<file path="src/verilog/utm_params.svh">
`ifndef UTM_PARAMS_SVH
`define UTM_PARAMS_SVH

// encoded field widths
`define UTM_STATE_WIDTH 3
`define UTM_SYMBOL_WIDTH 3

// register contents after reset and while in lookup mode
`define UTM_RESET_STATE 0
`define UTM_BLANK_SYMBOL 0

`endif

</file>
<file path="src/verilog/utm_pkg.sv">
`default_nettype none

`include "utm_params.svh"

package utm_pkg;

    // dense binary state index
    typedef enum logic [`UTM_STATE_WIDTH-1:0] {
        state_a,
        state_b,
        state_c,
        state_d,
        state_e,
        state_f,
        state_g,
        state_h
    } utm_state_t;

    typedef logic [`UTM_SYMBOL_WIDTH-1:0] utm_symbol_t;

    typedef enum logic {
        move_left  = 1'b0,
        move_right = 1'b1
    } utm_move_t;

    typedef enum logic {
        mode_lookup = 1'b0,
        mode_step   = 1'b1
    } utm_mode_t;

    // one table entry
    typedef struct packed {
        utm_state_t  next_state;
        utm_symbol_t write_symbol;
        utm_move_t   move;
    } utm_rule_t;

endpackage

`default_nettype wire

</file>
<file path="src/verilog/utm_core.sv">
`timescale 1ns/1ps
`default_nettype none

module utm_core (
    input  logic                 clock,
    input  logic                 reset,
    input  utm_pkg::utm_mode_t   mode,
    input  utm_pkg::utm_state_t  state_in,
    input  utm_pkg::utm_symbol_t symbol_in,
    input  logic                 symbol_valid,
    output utm_pkg::utm_rule_t   rule
);

    import utm_pkg::*;

    utm_state_t  table_state;
    utm_symbol_t table_symbol;

    utm_step_control step_control (
        .clock        (clock),
        .reset        (reset),
        .mode         (mode),
        .state_in     (state_in),
        .symbol_in    (symbol_in),
        .symbol_valid (symbol_valid),
        .next_state   (rule.next_state),
        .table_state  (table_state),
        .table_symbol (table_symbol)
    );

    // same rule drives the output and the state update
    utm_transition_table transition_table (
        .state  (table_state),
        .symbol (table_symbol),
        .rule   (rule)
    );

endmodule

`default_nettype wire

</file>
<file path="src/verilog/utm_step_control.sv">
`timescale 1ns/1ps
`default_nettype none

`include "utm_params.svh"

module utm_step_control (
    input  logic                 clock,
    input  logic                 reset,
    input  utm_pkg::utm_mode_t   mode,
    input  utm_pkg::utm_state_t  state_in,
    input  utm_pkg::utm_symbol_t symbol_in,
    input  logic                 symbol_valid,
    input  utm_pkg::utm_state_t  next_state,
    output utm_pkg::utm_state_t  table_state,
    output utm_pkg::utm_symbol_t table_symbol
);

    import utm_pkg::*;

    utm_state_t  stored_state;
    utm_symbol_t symbol_buffer;
    logic        buffer_valid;
    logic        clear;

    // lookup mode keeps the step registers parked as in reset
    assign clear = reset || (mode == mode_lookup);

    always_ff @(posedge clock) begin
        if (clear) begin
            stored_state  <= utm_state_t'(`UTM_RESET_STATE);
            symbol_buffer <= utm_symbol_t'(`UTM_BLANK_SYMBOL);
            buffer_valid  <= 1'b0;
        end else if (symbol_valid) begin
            symbol_buffer <= symbol_in;
            buffer_valid  <= 1'b1;
            // next_state was looked up with the old buffered symbol
            if (buffer_valid) begin
                stored_state <= next_state;
            end
        end
    end

    // operand select
    always_comb begin
        if (mode == mode_step) begin
            table_state  = stored_state;
            table_symbol = symbol_buffer;
        end else begin
            table_state  = state_in;
            table_symbol = symbol_in;
        end
    end

endmodule

`default_nettype wire

</file>
<file path="src/verilog/utm_transition_table.sv">
`timescale 1ns/1ps
`default_nettype none

module utm_transition_table (
    input  utm_pkg::utm_state_t  state,
    input  utm_pkg::utm_symbol_t symbol,
    output utm_pkg::utm_rule_t   rule
);

    import utm_pkg::*;

    // symbol 3 keeps the state and writes a blank moving left
    utm_rule_t unused_rule;

    assign unused_rule = '{state, 3'd0, move_left};

    always_comb begin
        case (state)
            state_a: begin
                case (symbol)
                    3'd0:    rule = '{state_b, 3'd2, move_left};
                    3'd1:    rule = '{state_c, 3'd2, move_left};
                    3'd2:    rule = '{state_a, 3'd2, move_right};
                    3'd4:    rule = '{state_e, 3'd0, move_left};
                    3'd5:    rule = '{state_a, 3'd1, move_right};
                    3'd6:    rule = '{state_a, 3'd1, move_right};
                    3'd7:    rule = '{state_a, 3'd7, move_right};
                    default: rule = unused_rule;
                endcase
            end
            state_b: begin
                case (symbol)
                    3'd0:    rule = '{state_b, 3'd4, move_left};
                    3'd1:    rule = '{state_b, 3'd5, move_left};
                    3'd2:    rule = '{state_d, 3'd4, move_left};
                    3'd4:    rule = '{state_g, 3'd0, move_right};
                    3'd5:    rule = '{state_h, 3'd1, move_right};
                    3'd6:    rule = '{state_b, 3'd6, move_left};
                    3'd7:    rule = '{state_b, 3'd6, move_left};
                    default: rule = unused_rule;
                endcase
            end
            state_c: begin
                case (symbol)
                    3'd0:    rule = '{state_c, 3'd4, move_left};
                    3'd1:    rule = '{state_c, 3'd5, move_left};
                    3'd2:    rule = '{state_b, 3'd4, move_left};
                    3'd4:    rule = '{state_g, 3'd4, move_right};
                    3'd5:    rule = '{state_h, 3'd5, move_right};
                    3'd6:    rule = '{state_c, 3'd6, move_left};
                    3'd7:    rule = '{state_c, 3'd6, move_left};
                    default: rule = unused_rule;
                endcase
            end
            state_d: begin
                case (symbol)
                    3'd0:    rule = '{state_c, 3'd0, move_right};
                    3'd1:    rule = '{state_e, 3'd5, move_right};
                    3'd2:    rule = '{state_a, 3'd2, move_right};
                    3'd4:    rule = '{state_d, 3'd2, move_left};
                    3'd5:    rule = '{state_d, 3'd5, move_left};
                    3'd6:    rule = '{state_d, 3'd6, move_left};
                    3'd7:    rule = '{state_d, 3'd7, move_left};
                    default: rule = unused_rule;
                endcase
            end
            state_e: begin
                case (symbol)
                    3'd0:    rule = '{state_d, 3'd0, move_right};
                    3'd1:    rule = '{state_f, 3'd5, move_left};
                    3'd2:    rule = '{state_e, 3'd4, move_right};
                    3'd4:    rule = '{state_e, 3'd4, move_right};
                    3'd5:    rule = '{state_e, 3'd5, move_right};
                    3'd6:    rule = '{state_d, 3'd7, move_left};
                    3'd7:    rule = '{state_e, 3'd7, move_right};
                    default: rule = unused_rule;
                endcase
            end
            state_f: begin
                case (symbol)
                    3'd0:    rule = '{state_f, 3'd4, move_left};
                    3'd1:    rule = '{state_f, 3'd5, move_left};
                    3'd2:    rule = '{state_f, 3'd4, move_left};
                    3'd4:    rule = '{state_b, 3'd0, move_right};
                    3'd5:    rule = '{state_b, 3'd1, move_right};
                    3'd6:    rule = '{state_f, 3'd6, move_left};
                    3'd7:    rule = '{state_g, 3'd6, move_right};
                    default: rule = unused_rule;
                endcase
            end
            state_g: begin
                case (symbol)
                    3'd0:    rule = '{state_a, 3'd0, move_right};
                    3'd1:    rule = '{state_a, 3'd1, move_right};
                    3'd2:    rule = '{state_f, 3'd0, move_left};
                    3'd4:    rule = '{state_g, 3'd0, move_right};
                    3'd5:    rule = '{state_g, 3'd1, move_right};
                    3'd6:    rule = '{state_g, 3'd6, move_right};
                    3'd7:    rule = '{state_g, 3'd7, move_right};
                    default: rule = unused_rule;
                endcase
            end
            state_h: begin
                case (symbol)
                    3'd0:    rule = '{state_a, 3'd0, move_left};
                    3'd1:    rule = '{state_a, 3'd1, move_left};
                    3'd2:    rule = '{state_f, 3'd1, move_left};
                    3'd4:    rule = '{state_h, 3'd0, move_right};
                    3'd5:    rule = '{state_h, 3'd1, move_right};
                    3'd6:    rule = '{state_h, 3'd6, move_right};
                    3'd7:    rule = '{state_h, 3'd1, move_right};
                    default: rule = unused_rule;
                endcase
            end
            default: rule = unused_rule;
        endcase
    end

endmodule

`default_nettype wire
</file>
<file path="config.mk">
export PLATFORM = sky130hd
export DESIGN_NAME = utm_core
export DESIGN_NICKNAME = d
export VERILOG_FILES = /design/src/verilog/utm_pkg.sv /design/src/verilog/utm_core.sv /design/src/verilog/utm_step_control.sv /design/src/verilog/utm_transition_table.sv
export VERILOG_INCLUDE_DIRS = /design/src /design/src/verilog
export SDC_FILE = /design/constraint.sdc
export NUM_CORES = 1
export LEC_CHECK = 0
export ABC_AREA = 1
export ABC_CLOCK_PERIOD_IN_PS = 1600
export BUFFER_PORTS_ARGS = -buffer_cell sky130_fd_sc_hd__buf_4
export CORE_MARGIN = 1
export CORE_UTILIZATION = 57
export DETAILED_ROUTE_END_ITERATION = 10
export PLACE_DENSITY = 0.8
export SYNTH_ARGS = -nofsm -noshare
export SYNTH_HDL_FRONTEND = slang
export SYNTH_SLANG_ARGS = --single-unit
</file>
<file path="constraint.sdc">
create_clock -name clock -period 1.6 [get_ports clock]
set_input_delay 0.24 -clock clock [delete_from_list [all_inputs] [get_ports clock]]
set_output_delay 0.24 -clock clock [all_outputs]
set_load 0.005 [all_outputs]
</file>
==> impl_metrics.json, run 1 <==
{
  "status": "aborted with a tool error",
  "haltStage": "global routing (5_1_grt)",
  "tool.error": "[ERROR DPL-0038] Utilization greater than 100%, impossible to legalize",
  "max-clock-path-buffers": 2,
  "gp_congestion": 1.06,
  "synth-compound-area-share_pct": 16.9,
  "synth_top_area_share_pct": 22.7,
  "synth_nets": 216,
  "ios": 17,
  "place_ws_ns": -0.271,
  "syn_area_sq_um": 1120,
  "hpwl_mm": 3.00,
  "synth_top_family_by_area": "simple AND/OR/NAND/NOR gates",
  "synth_mux_area_share_pct": 0,
  "yosys-top-cells-count": "68 x nand2_1, 24 x inv_1, 20 x nor2_1, 17 x nand3_1, 13 x a21oi_1",
  "synth_simple_gate_area_share_pct": 58.2,
  "synthXorXnorAreaFrac_pct": 0,
  "num_rows": 15,
  "initial_core_util_pct": 62.9,
  "synthDistinctLibCells": 25,
  "postCtsHoldBufs": 0,
  "grt-worst-endpoint": "rule[2]",
  "ys_async_sr_fraction_pct": 0,
  "yosys_warnings": 0,
  "die_h_microns": 46.4,
  "synth-edff-count": 0,
  "worst-ep-kind": "output port",
  "synth.most_common_cell": "nand2_1",
  "synth.avg_cell_area_sq_um": 5.45,
  "grt_max_degree": 12,
  "root_buffer": "clkbuf_4",
  "yosysSeqAreaShare_pct": 12.5,
  "ys.flop_type": "dfxtp_1",
  "die_x_microns": 46.4,
  "yosys_register_bits": 7,
  "h-tree-depth": 1,
  "clock-sinks": 7,
  "netlist_instances": 206,
  "synthTopCellsByArea": "nand2_1 23%, dfxtp_1 12%, inv_1 8.0%, nand3_1 7.6%, nor2_1 6.7%",
  "synth_area_leader_cell": "nand2_1",
  "synth_fa_ha_area_share_pct": 0,
  "port_buffers": 16,
  "cts_buffers": 3
}
==> per-stage QoR <==
stage          util [%]  std cells  cell area, sq um
4_1_cts            89.1        279              1590
3_5_place_dp       82.2        272              1470
3_3_place_gp       82.2        272              1470
2_1_floorplan         -        206              1120
==> cells by family after synthesis <==
logic type | count (synthesis)
simple gates | 138
buf+inv | 31
compound gates | 30
flops | 7
==> what timing repair did <==
action | in CTS
resized for setup | 25
pin swaps | 4
setup buffers | 3
setup endpoints to repair | 8
gates cloned | 0
==> run 2: changes to the inputs <==
CORE_AREA = 2 2 63 65   (was not set)
CORE_MARGIN = not set   (was 1)
CORE_UTILIZATION = not set   (was 57)
DIE_AREA = 0 0 65 67   (was not set)
PLACE_DENSITY = not set   (was 0.8)
PLACE_DENSITY_LB_ADDON = 0.15   (was not set)
==> run 2 against run 1 <==
Effect of this change: the flow now finishes, with violations (negative setup slack); synthesized area is the same; synthesized cell count unchanged.
==> impl_metrics.json, run 2 <==
{
  "die_h_microns": 67,
  "ios": 17,
  "cts_tree": "done",
  "synth-edff-count": 0,
  "layout_setup_ws_ns": -0.228,
  "yosysSeqAreaShare_pct": 12.5,
  "dieArea_sq_um": 4360,
  "setup_tns_ns": -1.28,
  "syn_area_sq_um": 1120,
  "finish.utilization_pct": 56.7,
  "vias_per_cell": 4.92,
  "yosys_register_bits": 7,
  "grt_pass1_wl_mm": 6.67,
  "root_buffer": "clkbuf_8",
  "clk_pin_slew_worst_paths_ns": 0.04,
  "drive_gt1_share_pct": 57.2,
  "period_minus_slack_ns": 1.83,
  "max-clock-path-buffers": 2,
  "powerDensity_nw_per_um2": 511,
  "drtIter0Drc": 105,
  "max_slew_margin_pct": 75.9,
  "antennaDiodeCount": 0,
  "wl_per_cell_microns": 13.1,
  "h-tree-depth": 1,
  "synthTopCellsByArea": "nand2_1 23%, dfxtp_1 12%, inv_1 8.0%, nand3_1 7.6%, nor2_1 6.7%",
  "synth_nets": 216,
  "grt_usage_pct": 19.5,
  "critPathRequiredTime_ns": 1.36,
  "setup_viol": 7,
  "post_dp_cell_area_sq_um": 1590,
  "die_x_microns": 65,
  "port_buffers": 16,
  "reg2reg_slack_ns": 0.03,
  "hold_path_class": "in2reg",
  "fin_crit_sh_pct": 114,
  "synth-compound-area-share_pct": 16.9,
  "violations": "negative setup slack",
  "finalWirelength_mm": 4.16,
  "status": "complete, but fails checks",
  "holdWs_ns": 0.243,
  "ys_async_sr_fraction_pct": 0,
  "final_cell_mix": "53 x buf_4, 48 x nand2_1, 21 x nand2_2, 18 x inv_1",
  "layout_commonest_cell": "buf_4",
  "synth_fa_ha_area_share_pct": 0,
  "cp-start-kind": "input port",
  "drc_errors": 0,
  "hpwl_mm": 2.91,
  "netlist_instances": 206,
  "reg.largest.list": "step_control.stored_state x3, step_control.symbol_buffer x3, step_control.buffer_valid x1",
  "nNetsFinal": 282,
  "core_region_area_sq_um": 3610,
  "synthXorXnorAreaFrac_pct": 0,
  "num_rows": 22,
  "gp_congestion": 0.958,
  "ys.flop_type": "dfxtp_1",
  "fmax_mhz": 547,
  "synth_area_leader_cell": "nand2_1",
  "synth_top_family_by_area": "simple AND/OR/NAND/NOR gates",
  "insertion_delay_ns": 0.22,
  "synth_mux_area_share_pct": 0,
  "antenna_found_initial": 0,
  "synthDistinctLibCells": 25,
  "synth_simple_gate_area_share_pct": 58.2,
  "cp.arrival_ns": 1.59,
  "dr.pass1.iters": 4,
  "cp-end-kind": "output pin",
  "drv_slew": 0,
  "clock-sinks": 7,
  "syn_to_final_growth_pct": 82.1,
  "yosys_warnings": 0,
  "p_leak_nw": 0.992,
  "finalHoldViolCount": 0,
  "overflow": 0,
  "synth.most_common_cell": "nand2_1",
  "grt_max_degree": 11,
  "ant_nets": 0,
  "path_max_fanout": 6,
  "rsz0062_at_grt": "yes",
  "tightestPinTransition_ns": 0.361,
  "path_class": "in2out",
  "initial_core_util_pct": 31.1,
  "grt_pass1_vias": 1496,
  "yosys-top-cells-count": "68 x nand2_1, 24 x inv_1, 20 x nor2_1, 17 x nand3_1, 13 x a21oi_1",
  "max_cap_violations": 0,
  "synth_top_area_share_pct": 22.7,
  "synth.avg_cell_area_sq_um": 5.45,
  "num_vias": 1571,
  "ir_worst_vdd_uv": 533,
  "cts_buffers": 3,
  "finalClockSkew_ns": 0.000375,
  "final_area_sq_um": 2040
}
[run 2: report_power, final]
group | total (W) | leakage (nW) | internal (W) | switching (W)
registers | 0.000186 | 0.0593 | 0.000182 | 0.00000385
clock network | 0.000238 | 0.0228 | 0.000171 | 0.0000661
logic | 0.000620 | 0.910 | 0.000289 | 0.000331
[run 2: stage by stage]
stage | std cells | setup slack [ns] | power [W]
2_1_floorplan | 206 | 0.192 | 0.000428
3_3_place_gp | 307 | -0.271 | 0.000650
3_5_place_dp | 307 | -0.314 | 0.000644
4_1_cts | 316 | -0.178 | 0.000964
5_1_grt | 319 | -0.288 | 0.00112
6_report | 319 | -0.228 | 0.00104
[run 2: final timing paths]
check	cells past startpoint	startpoint	endpoint
setup / recovery	10	mode	rule[0]
hold / removal	2	symbol_valid	step_control.symbol_buffer[1]
setup reg to reg	13	step_control.symbol_buffer[1]	step_control.stored_state[2]
hold reg to reg	2	step_control.buffer_valid	step_control.buffer_valid
[run 2: repair_timing]
item / CTS / global route
endpoints found under the setup margin: 7 / 10
hold endpoints to repair: 0 / 0
pin swaps: 17 / 26
cloned: 0 / 0
hold buffers: 0 / 0
buffers inserted: 5 / 4
gates resized for setup: 52 / 50
[run 2: worst max-delay path, stage by stage]
cell and delay (ns):
buf_6 0.12, buf_4 0.16, o21ai_4 0.31, nand2_4 0.12
nor2_4 0.18, nand2_2 0.09, o21ai_2 0.06, a21oi_1 0.06
o311ai_1 0.08, buf_4 0.15
[run 2: kinds of logic after synthesis]
kind of cell    Yosys count
flops                     7
buf+inv                  31
compound gates           30
simple gates            138
[run 2: area by class of cell]
cell class                      count  area, sq um
Clock buffer                        4         45.0
Fill cell                         352         1560
Inverter                           27          116
Multi-Input combinational cell    168         1130
Sequential cell                     7          146
Tap cell                           48         60.1
Timing Repair Buffer               65          542
[run 2: layer usage]
metal / GRT usage (%) / vias up / share of wire (%)
met4: 12.0 / 0 / 3.2
li1: - / 792 / -
met2: 33.5 / 48 / 51
met3: 1.69 / 14 / 3.1
met1: 23.5 / 717 / 43
met5: 0 / - / 0
Power figures use the tool's default switching activity.
==> run 3: changes to the inputs <==
SKIP_LAST_GASP = 1   (was not set)
==> run 3 against run 2 <==
Effect of this change: the run still ends with negative setup slack left; global-route usage unchanged; clock power hardly changed; count of clock-buffer cells in the layout is the same; non-clock buffer count decreased by 2; critical path type is now reg2out.
==> impl_metrics.json, run 3 (synthesized netlist as in run 2, its figures left out) <==
{
  "finalClockSkew_ns": 0.000376,
  "ir_worst_vdd_uv": 533,
  "cp-start-kind": "flop",
  "reg2reg_slack_ns": -0.01,
  "syn_to_final_growth_pct": 76.5,
  "max_stage_delay_ns": 0.32,
  "final_cell_mix": "54 x buf_4, 49 x nand2_1, 22 x nand2_2, 18 x inv_1, 12 x nand3_1",
  "hold_path_class": "in2reg",
  "period_minus_slack_ns": 1.81,
  "finish.utilization_pct": 54.9,
  "grt_pass1_vias": 1498,
  "clk_pin_slew_worst_paths_ns": 0.04,
  "reg.largest.list": "step_control.stored_state x3, step_control.symbol_buffer x3, step_control.buffer_valid x1",
  "ant_nets": 0,
  "layout_commonest_cell": "buf_4",
  "wl_per_cell_microns": 12.9,
  "cp_cell_sequence": "inv_1, nand2_2, nand2_4, nand2_8, nand2_2, nand2_1, nand2_1, nand3_1, nor2_2, nand2_1, buf_4",
  "h-tree-depth": 1,
  "max_cap_violations": 0,
  "status": "complete, but fails checks",
  "overflow": 0,
  "initial_core_util_pct": 31.1,
  "core_region_area_sq_um": 3610,
  "cp-end-kind": "output pin",
  "violations": "negative setup slack",
  "cp.arrival_ns": 1.57,
  "dr.pass1.iters": 4,
  "drv_slew": 0,
  "setup_viol": 8,
  "place_ws_ns": -0.314,
  "grt_pass1_wl_mm": 6.67,
  "cp_top_family": "simple AND/OR/NAND/NOR gates",
  "die_h_microns": 67,
  "reg2reg_depth": 14,
  "post_dp_cell_area_sq_um": 1590,
  "dieArea_sq_um": 4360,
  "num_vias": 1560,
  "path_max_fanout": 6,
  "critPathSlowestCell": "dfxtp_2",
  "tightestPinTransition_ns": 0.348,
  "max_slew_margin_pct": 76.7,
  "worst-path-stages": 11,
  "grt_max_degree": 11,
  "postCtsHoldBufs": 0,
  "grt_usage_pct": 19.5,
  "clock-sinks": 7,
  "powerDensity_nw_per_um2": 514,
  "drtIter0Drc": 103,
  "port_buffers": 16,
  "antennaDiodeCount": 0,
  "path_buf_inv": 2,
  "root_buffer": "clkbuf_8",
  "drc_errors": 0,
  "holdWs_ns": 0.242,
  "antenna_found_initial": 0,
  "drive_gt1_share_pct": 55.8,
  "cts_tree": "done",
  "critPathRequiredTime_ns": 1.36,
  "cp_common_cell": "nand2_1",
  "fmax_mhz": 551,
  "finalHoldViolCount": 0,
  "cts_buffers": 3,
  "final_area_sq_um": 1980,
  "ios": 17,
  "insertion_delay_ns": 0.22,
  "setup_tns_ns": -1.29,
  "rsz0062_at_grt": "yes",
  "nNetsFinal": 280,
  "num_rows": 22,
  "min_path_cells": 2,
  "fillers": 352,
  "max-clock-path-buffers": 2,
  "path_class": "reg2out",
  "finalWirelength_mm": 4.09,
  "gp_congestion": 0.958,
  "fin_crit_sh_pct": 113,
  "layout_setup_ws_ns": -0.213,
  "hpwl_mm": 2.91,
  "vias_per_cell": 4.92,
  "p_leak_nw": 0.973,
  "die_x_microns": 65
}
## run 3: layout make-up
| type | count | area (sq um) | share of cell area [%] |
|---|---|---|---|
| multi-input combinational | 168 | 1100 | 55.7 |
| tap | 48 | 60.1 | 3.03 |
| timing repair buffer | 63 | 515 | 26.0 |
| clock buffer | 4 | 45.0 | 2.27 |
| inverter | 27 | 114 | 5.75 |
| sequential | 7 | 144 | 7.26 |
## run 3: path summary, 6_finish.rpt
check | from | endpoint
min reg2reg | step_control.buffer_valid | step_control.buffer_valid
max | step_control.symbol_buffer[0] | rule[6]
max reg2reg | step_control.symbol_buffer[0] | step_control.stored_state[2]
min | symbol_valid | step_control.symbol_buffer[1]
## run 3: per-layer routing
metal  up-vias  share of wire (%)  GRT usage, %
met5         -                  0             0
met4         0                3.8          12.0
met2        54                 51          33.5
met3        15                4.3          1.69
met1       703                 41          23.5
li1        788                  -             -
## run 3: stage by stage
stage               power (W)  std cells
CTS                  0.000963        316
global placement     0.000650        307
floorplan            0.000428        206
detailed placement   0.000644        307
global route          0.00109        317
finish                0.00102        317
## run 3: what timing repair did
action                                  CTS  global route
buffers inserted                          5             1
endpoints found under the hold margin     0             0
resized for setup                        50            40
endpoints found under the setup margin    7            10
pin swaps                                17            23
## run 3: where the power goes
| part | switching (W) | internal [W] |
|---|---|---|
| Sequential | 0.00000366 | 0.000182 |
| Clock | 0.0000661 | 0.000171 |
| Combinational | 0.000319 | 0.000275 |
==> run 4: changes to the inputs <==
CELL_PAD_IN_SITES_DETAIL_PLACEMENT = 0   (was not set)
CELL_PAD_IN_SITES_GLOBAL_PLACEMENT = 1   (was not set)
==> run 4 against run 3 <==
Effect of this change: the flow still finishes with violations (negative setup slack); maximum frequency shrank 1.6%; global-route usage is 1.0 points higher; final cell count down 0.63%; utilization is 0.66 points higher; routed wire length increased by 8.8%; sequential share of layout area hardly changed; count of clock-buffer cells in the layout decreased by 1; hold slack worse by 0.0069 ns; worst setup slack worse by 0.029 ns.
==> impl_metrics.json, run 4 (synthesized netlist as in run 2, its figures left out) <==
{
  "status": "complete, but fails checks",
  "violations": "negative setup slack",
  "drc_errors": 0,
  "hold_path_class": "in2reg",
  "place_ws_ns": -0.356,
  "final_cell_count_no_fill": 315,
  "gp_congestion": 0.955,
  "finalWirelength_mm": 4.45,
  "ant_nets": 0,
  "drive_gt1_share_pct": 57.7,
  "h-tree-depth": 1,
  "num_vias": 1605,
  "drtIter0Drc": 95,
  "layout_setup_ws_ns": -0.242,
  "hold_path.startpoint": "symbol_valid",
  "cts_tree": "done",
  "max-clock-path-buffers": 2,
  "fmax_mhz": 543,
  "max_slew_margin_pct": 79.4,
  "hpwl_mm": 3.25,
  "initial_core_util_pct": 31.1,
  "met1Wirelength_mm": 1.78,
  "p_leak_nw": 1.01,
  "final_area_sq_um": 2000,
  "port_buffers": 16,
  "grt_pass1_vias": 1513,
  "period_minus_slack_ns": 1.84,
  "grt_usage_pct": 20.5,
  "wl_met2_mm": 2.30,
  "antenna_found_initial": 0,
  "drv_slew": 0,
  "finalClockSkew_ns": 0.00355,
  "setup_viol": 9,
  "powerDensity_nw_per_um2": 530,
  "syn_to_final_growth_pct": 78.6,
  "overflow": 0,
  "wl_per_cell_microns": 14.1,
  "path_class": "in2reg",
  "finalHoldViolCount": 0,
  "post_dp_cell_area_sq_um": 1550,
  "cp-end-kind": "flop",
  "dr_wl_met3_microns": 243,
  "layout_commonest_cell": "buf_4",
  "tightestPinTransition_ns": 0.308,
  "setup_tns_ns": -1.88,
  "crit_start": "mode",
  "crit-reg2reg-launch": "step_control.symbol_buffer[2]",
  "ir_worst_vdd_uv": 390,
  "cp.arrival_ns": 2.02,
  "cp-start-kind": "input port",
  "clock-sinks": 7,
  "dp_cells": 300,
  "num_rows": 22,
  "root_buffer": "clkbuf_8",
  "path_max_fanout": 7,
  "reg.largest.list": "step_control.stored_state x3, step_control.symbol_buffer x3, step_control.buffer_valid x1",
  "cts_buffers": 3,
  "rsz0062_at_grt": "yes",
  "dr.pass1.iters": 4,
  "total_power_w": 0.00106,
  "fin_crit_sh_pct": 115,
  "topRoutingLayerUsed": "met4",
  "core_region_area_sq_um": 3610,
  "dieArea_sq_um": 4360,
  "vias_per_cell": 5.10,
  "die_x_microns": 65,
  "insertion_delay_ns": 0.23,
  "ios": 17,
  "fillers": 340,
  "clk_pin_slew_worst_paths_ns": 0.04,
  "final_cell_mix": "54 x buf_4, 49 x nand2_1, 19 x nand2_2, 16 x inv_1, 15 x nand2_4",
  "max_cap_violations": 0,
  "grt_pass1_wl_mm": 6.88,
  "nNetsFinal": 278,
  "die_h_microns": 67,
  "critPathRequiredTime_ns": 1.78,
  "grt_max_degree": 11,
  "antennaDiodeCount": 0
}
[run 4: changes by cell type in the layout (fill, tap and decap cells not counted), sizes merged]
cell and delta:
clkinv +1, clkbuf -1, buf -2
[run 4: where the power goes]
group / switching, W / leakage, nW / total (W) / internal [W]
combinational: 0.000337 / 0.925 / 0.000622 / 0.000285
clock: 0.0000856 / 0.0255 / 0.000255 / 0.000169
sequential: 0.00000442 / 0.0593 / 0.000186 / 0.000182
total: 0.000427 / 1.01 / 0.00106 / 0.000636
[run 4: metrics by stage]
stage          hold slack [ns]  utilization [%]
2_1_floorplan            0.379                -
3_3_place_gp             0.464             42.9
3_5_place_dp             0.482             42.9
4_1_cts                  0.228             50.3
5_1_grt                  0.231             55.6
6_report                 0.235             55.6
[run 4: final timing paths]
check,to,slack (ns),cells after the start
worst min register to register,step_control.buffer_valid,0.51,2
worst min-delay path,step_control.symbol_buffer[0],0.24,2
worst max-delay path,step_control.stored_state[1],-0.24,15
worst max register to register,step_control.stored_state[1],-0.24,16
[run 4: timing repair]
action                                  CTS  global route
hold buffers                              0             0
endpoints found under the setup margin    9             9
resized for setup                        58            39
pin swaps                                28            29
setup buffers                             4             7
[run 4: metal layers]
metal  vias to the layer above  GRT usage, %
met2                        66          37.6
li1                        790             -
met5                         -             0
met3                        17          4.39
met1                       732          24.0
met4                         0          5.32
[run 4: cell type report]
| class | instances | area (sq um) | share of cell area, % |
|---|---|---|---|
| repair buffers | 61 | 510 | 25.5 |
| flip-flops and latches | 7 | 146 | 7.30 |
| inverters | 27 | 114 | 5.68 |
| multi-input cells | 168 | 1130 | 56.2 |
| clock inverters | 1 | 5.00 | 0.250 |
| clock buffers | 3 | 41.3 | 2.06 |
| well taps | 48 | 60.1 | 3.00 |
[run 4: critical path: stages]
cell and delay, ns:
buf_4 0.15, buf_4 0.18, o21ai_4 0.30, nand2_4 0.11
nor2_4 0.16, nand3_1 0.11, nand2_2 0.09, nor2_4 0.04
buf_4 0.13, buf_4 0.12, buf_4 0.12, buf_4 0.11
nand4_1 0.06, nand2_1 0.05, inv_1 0.04
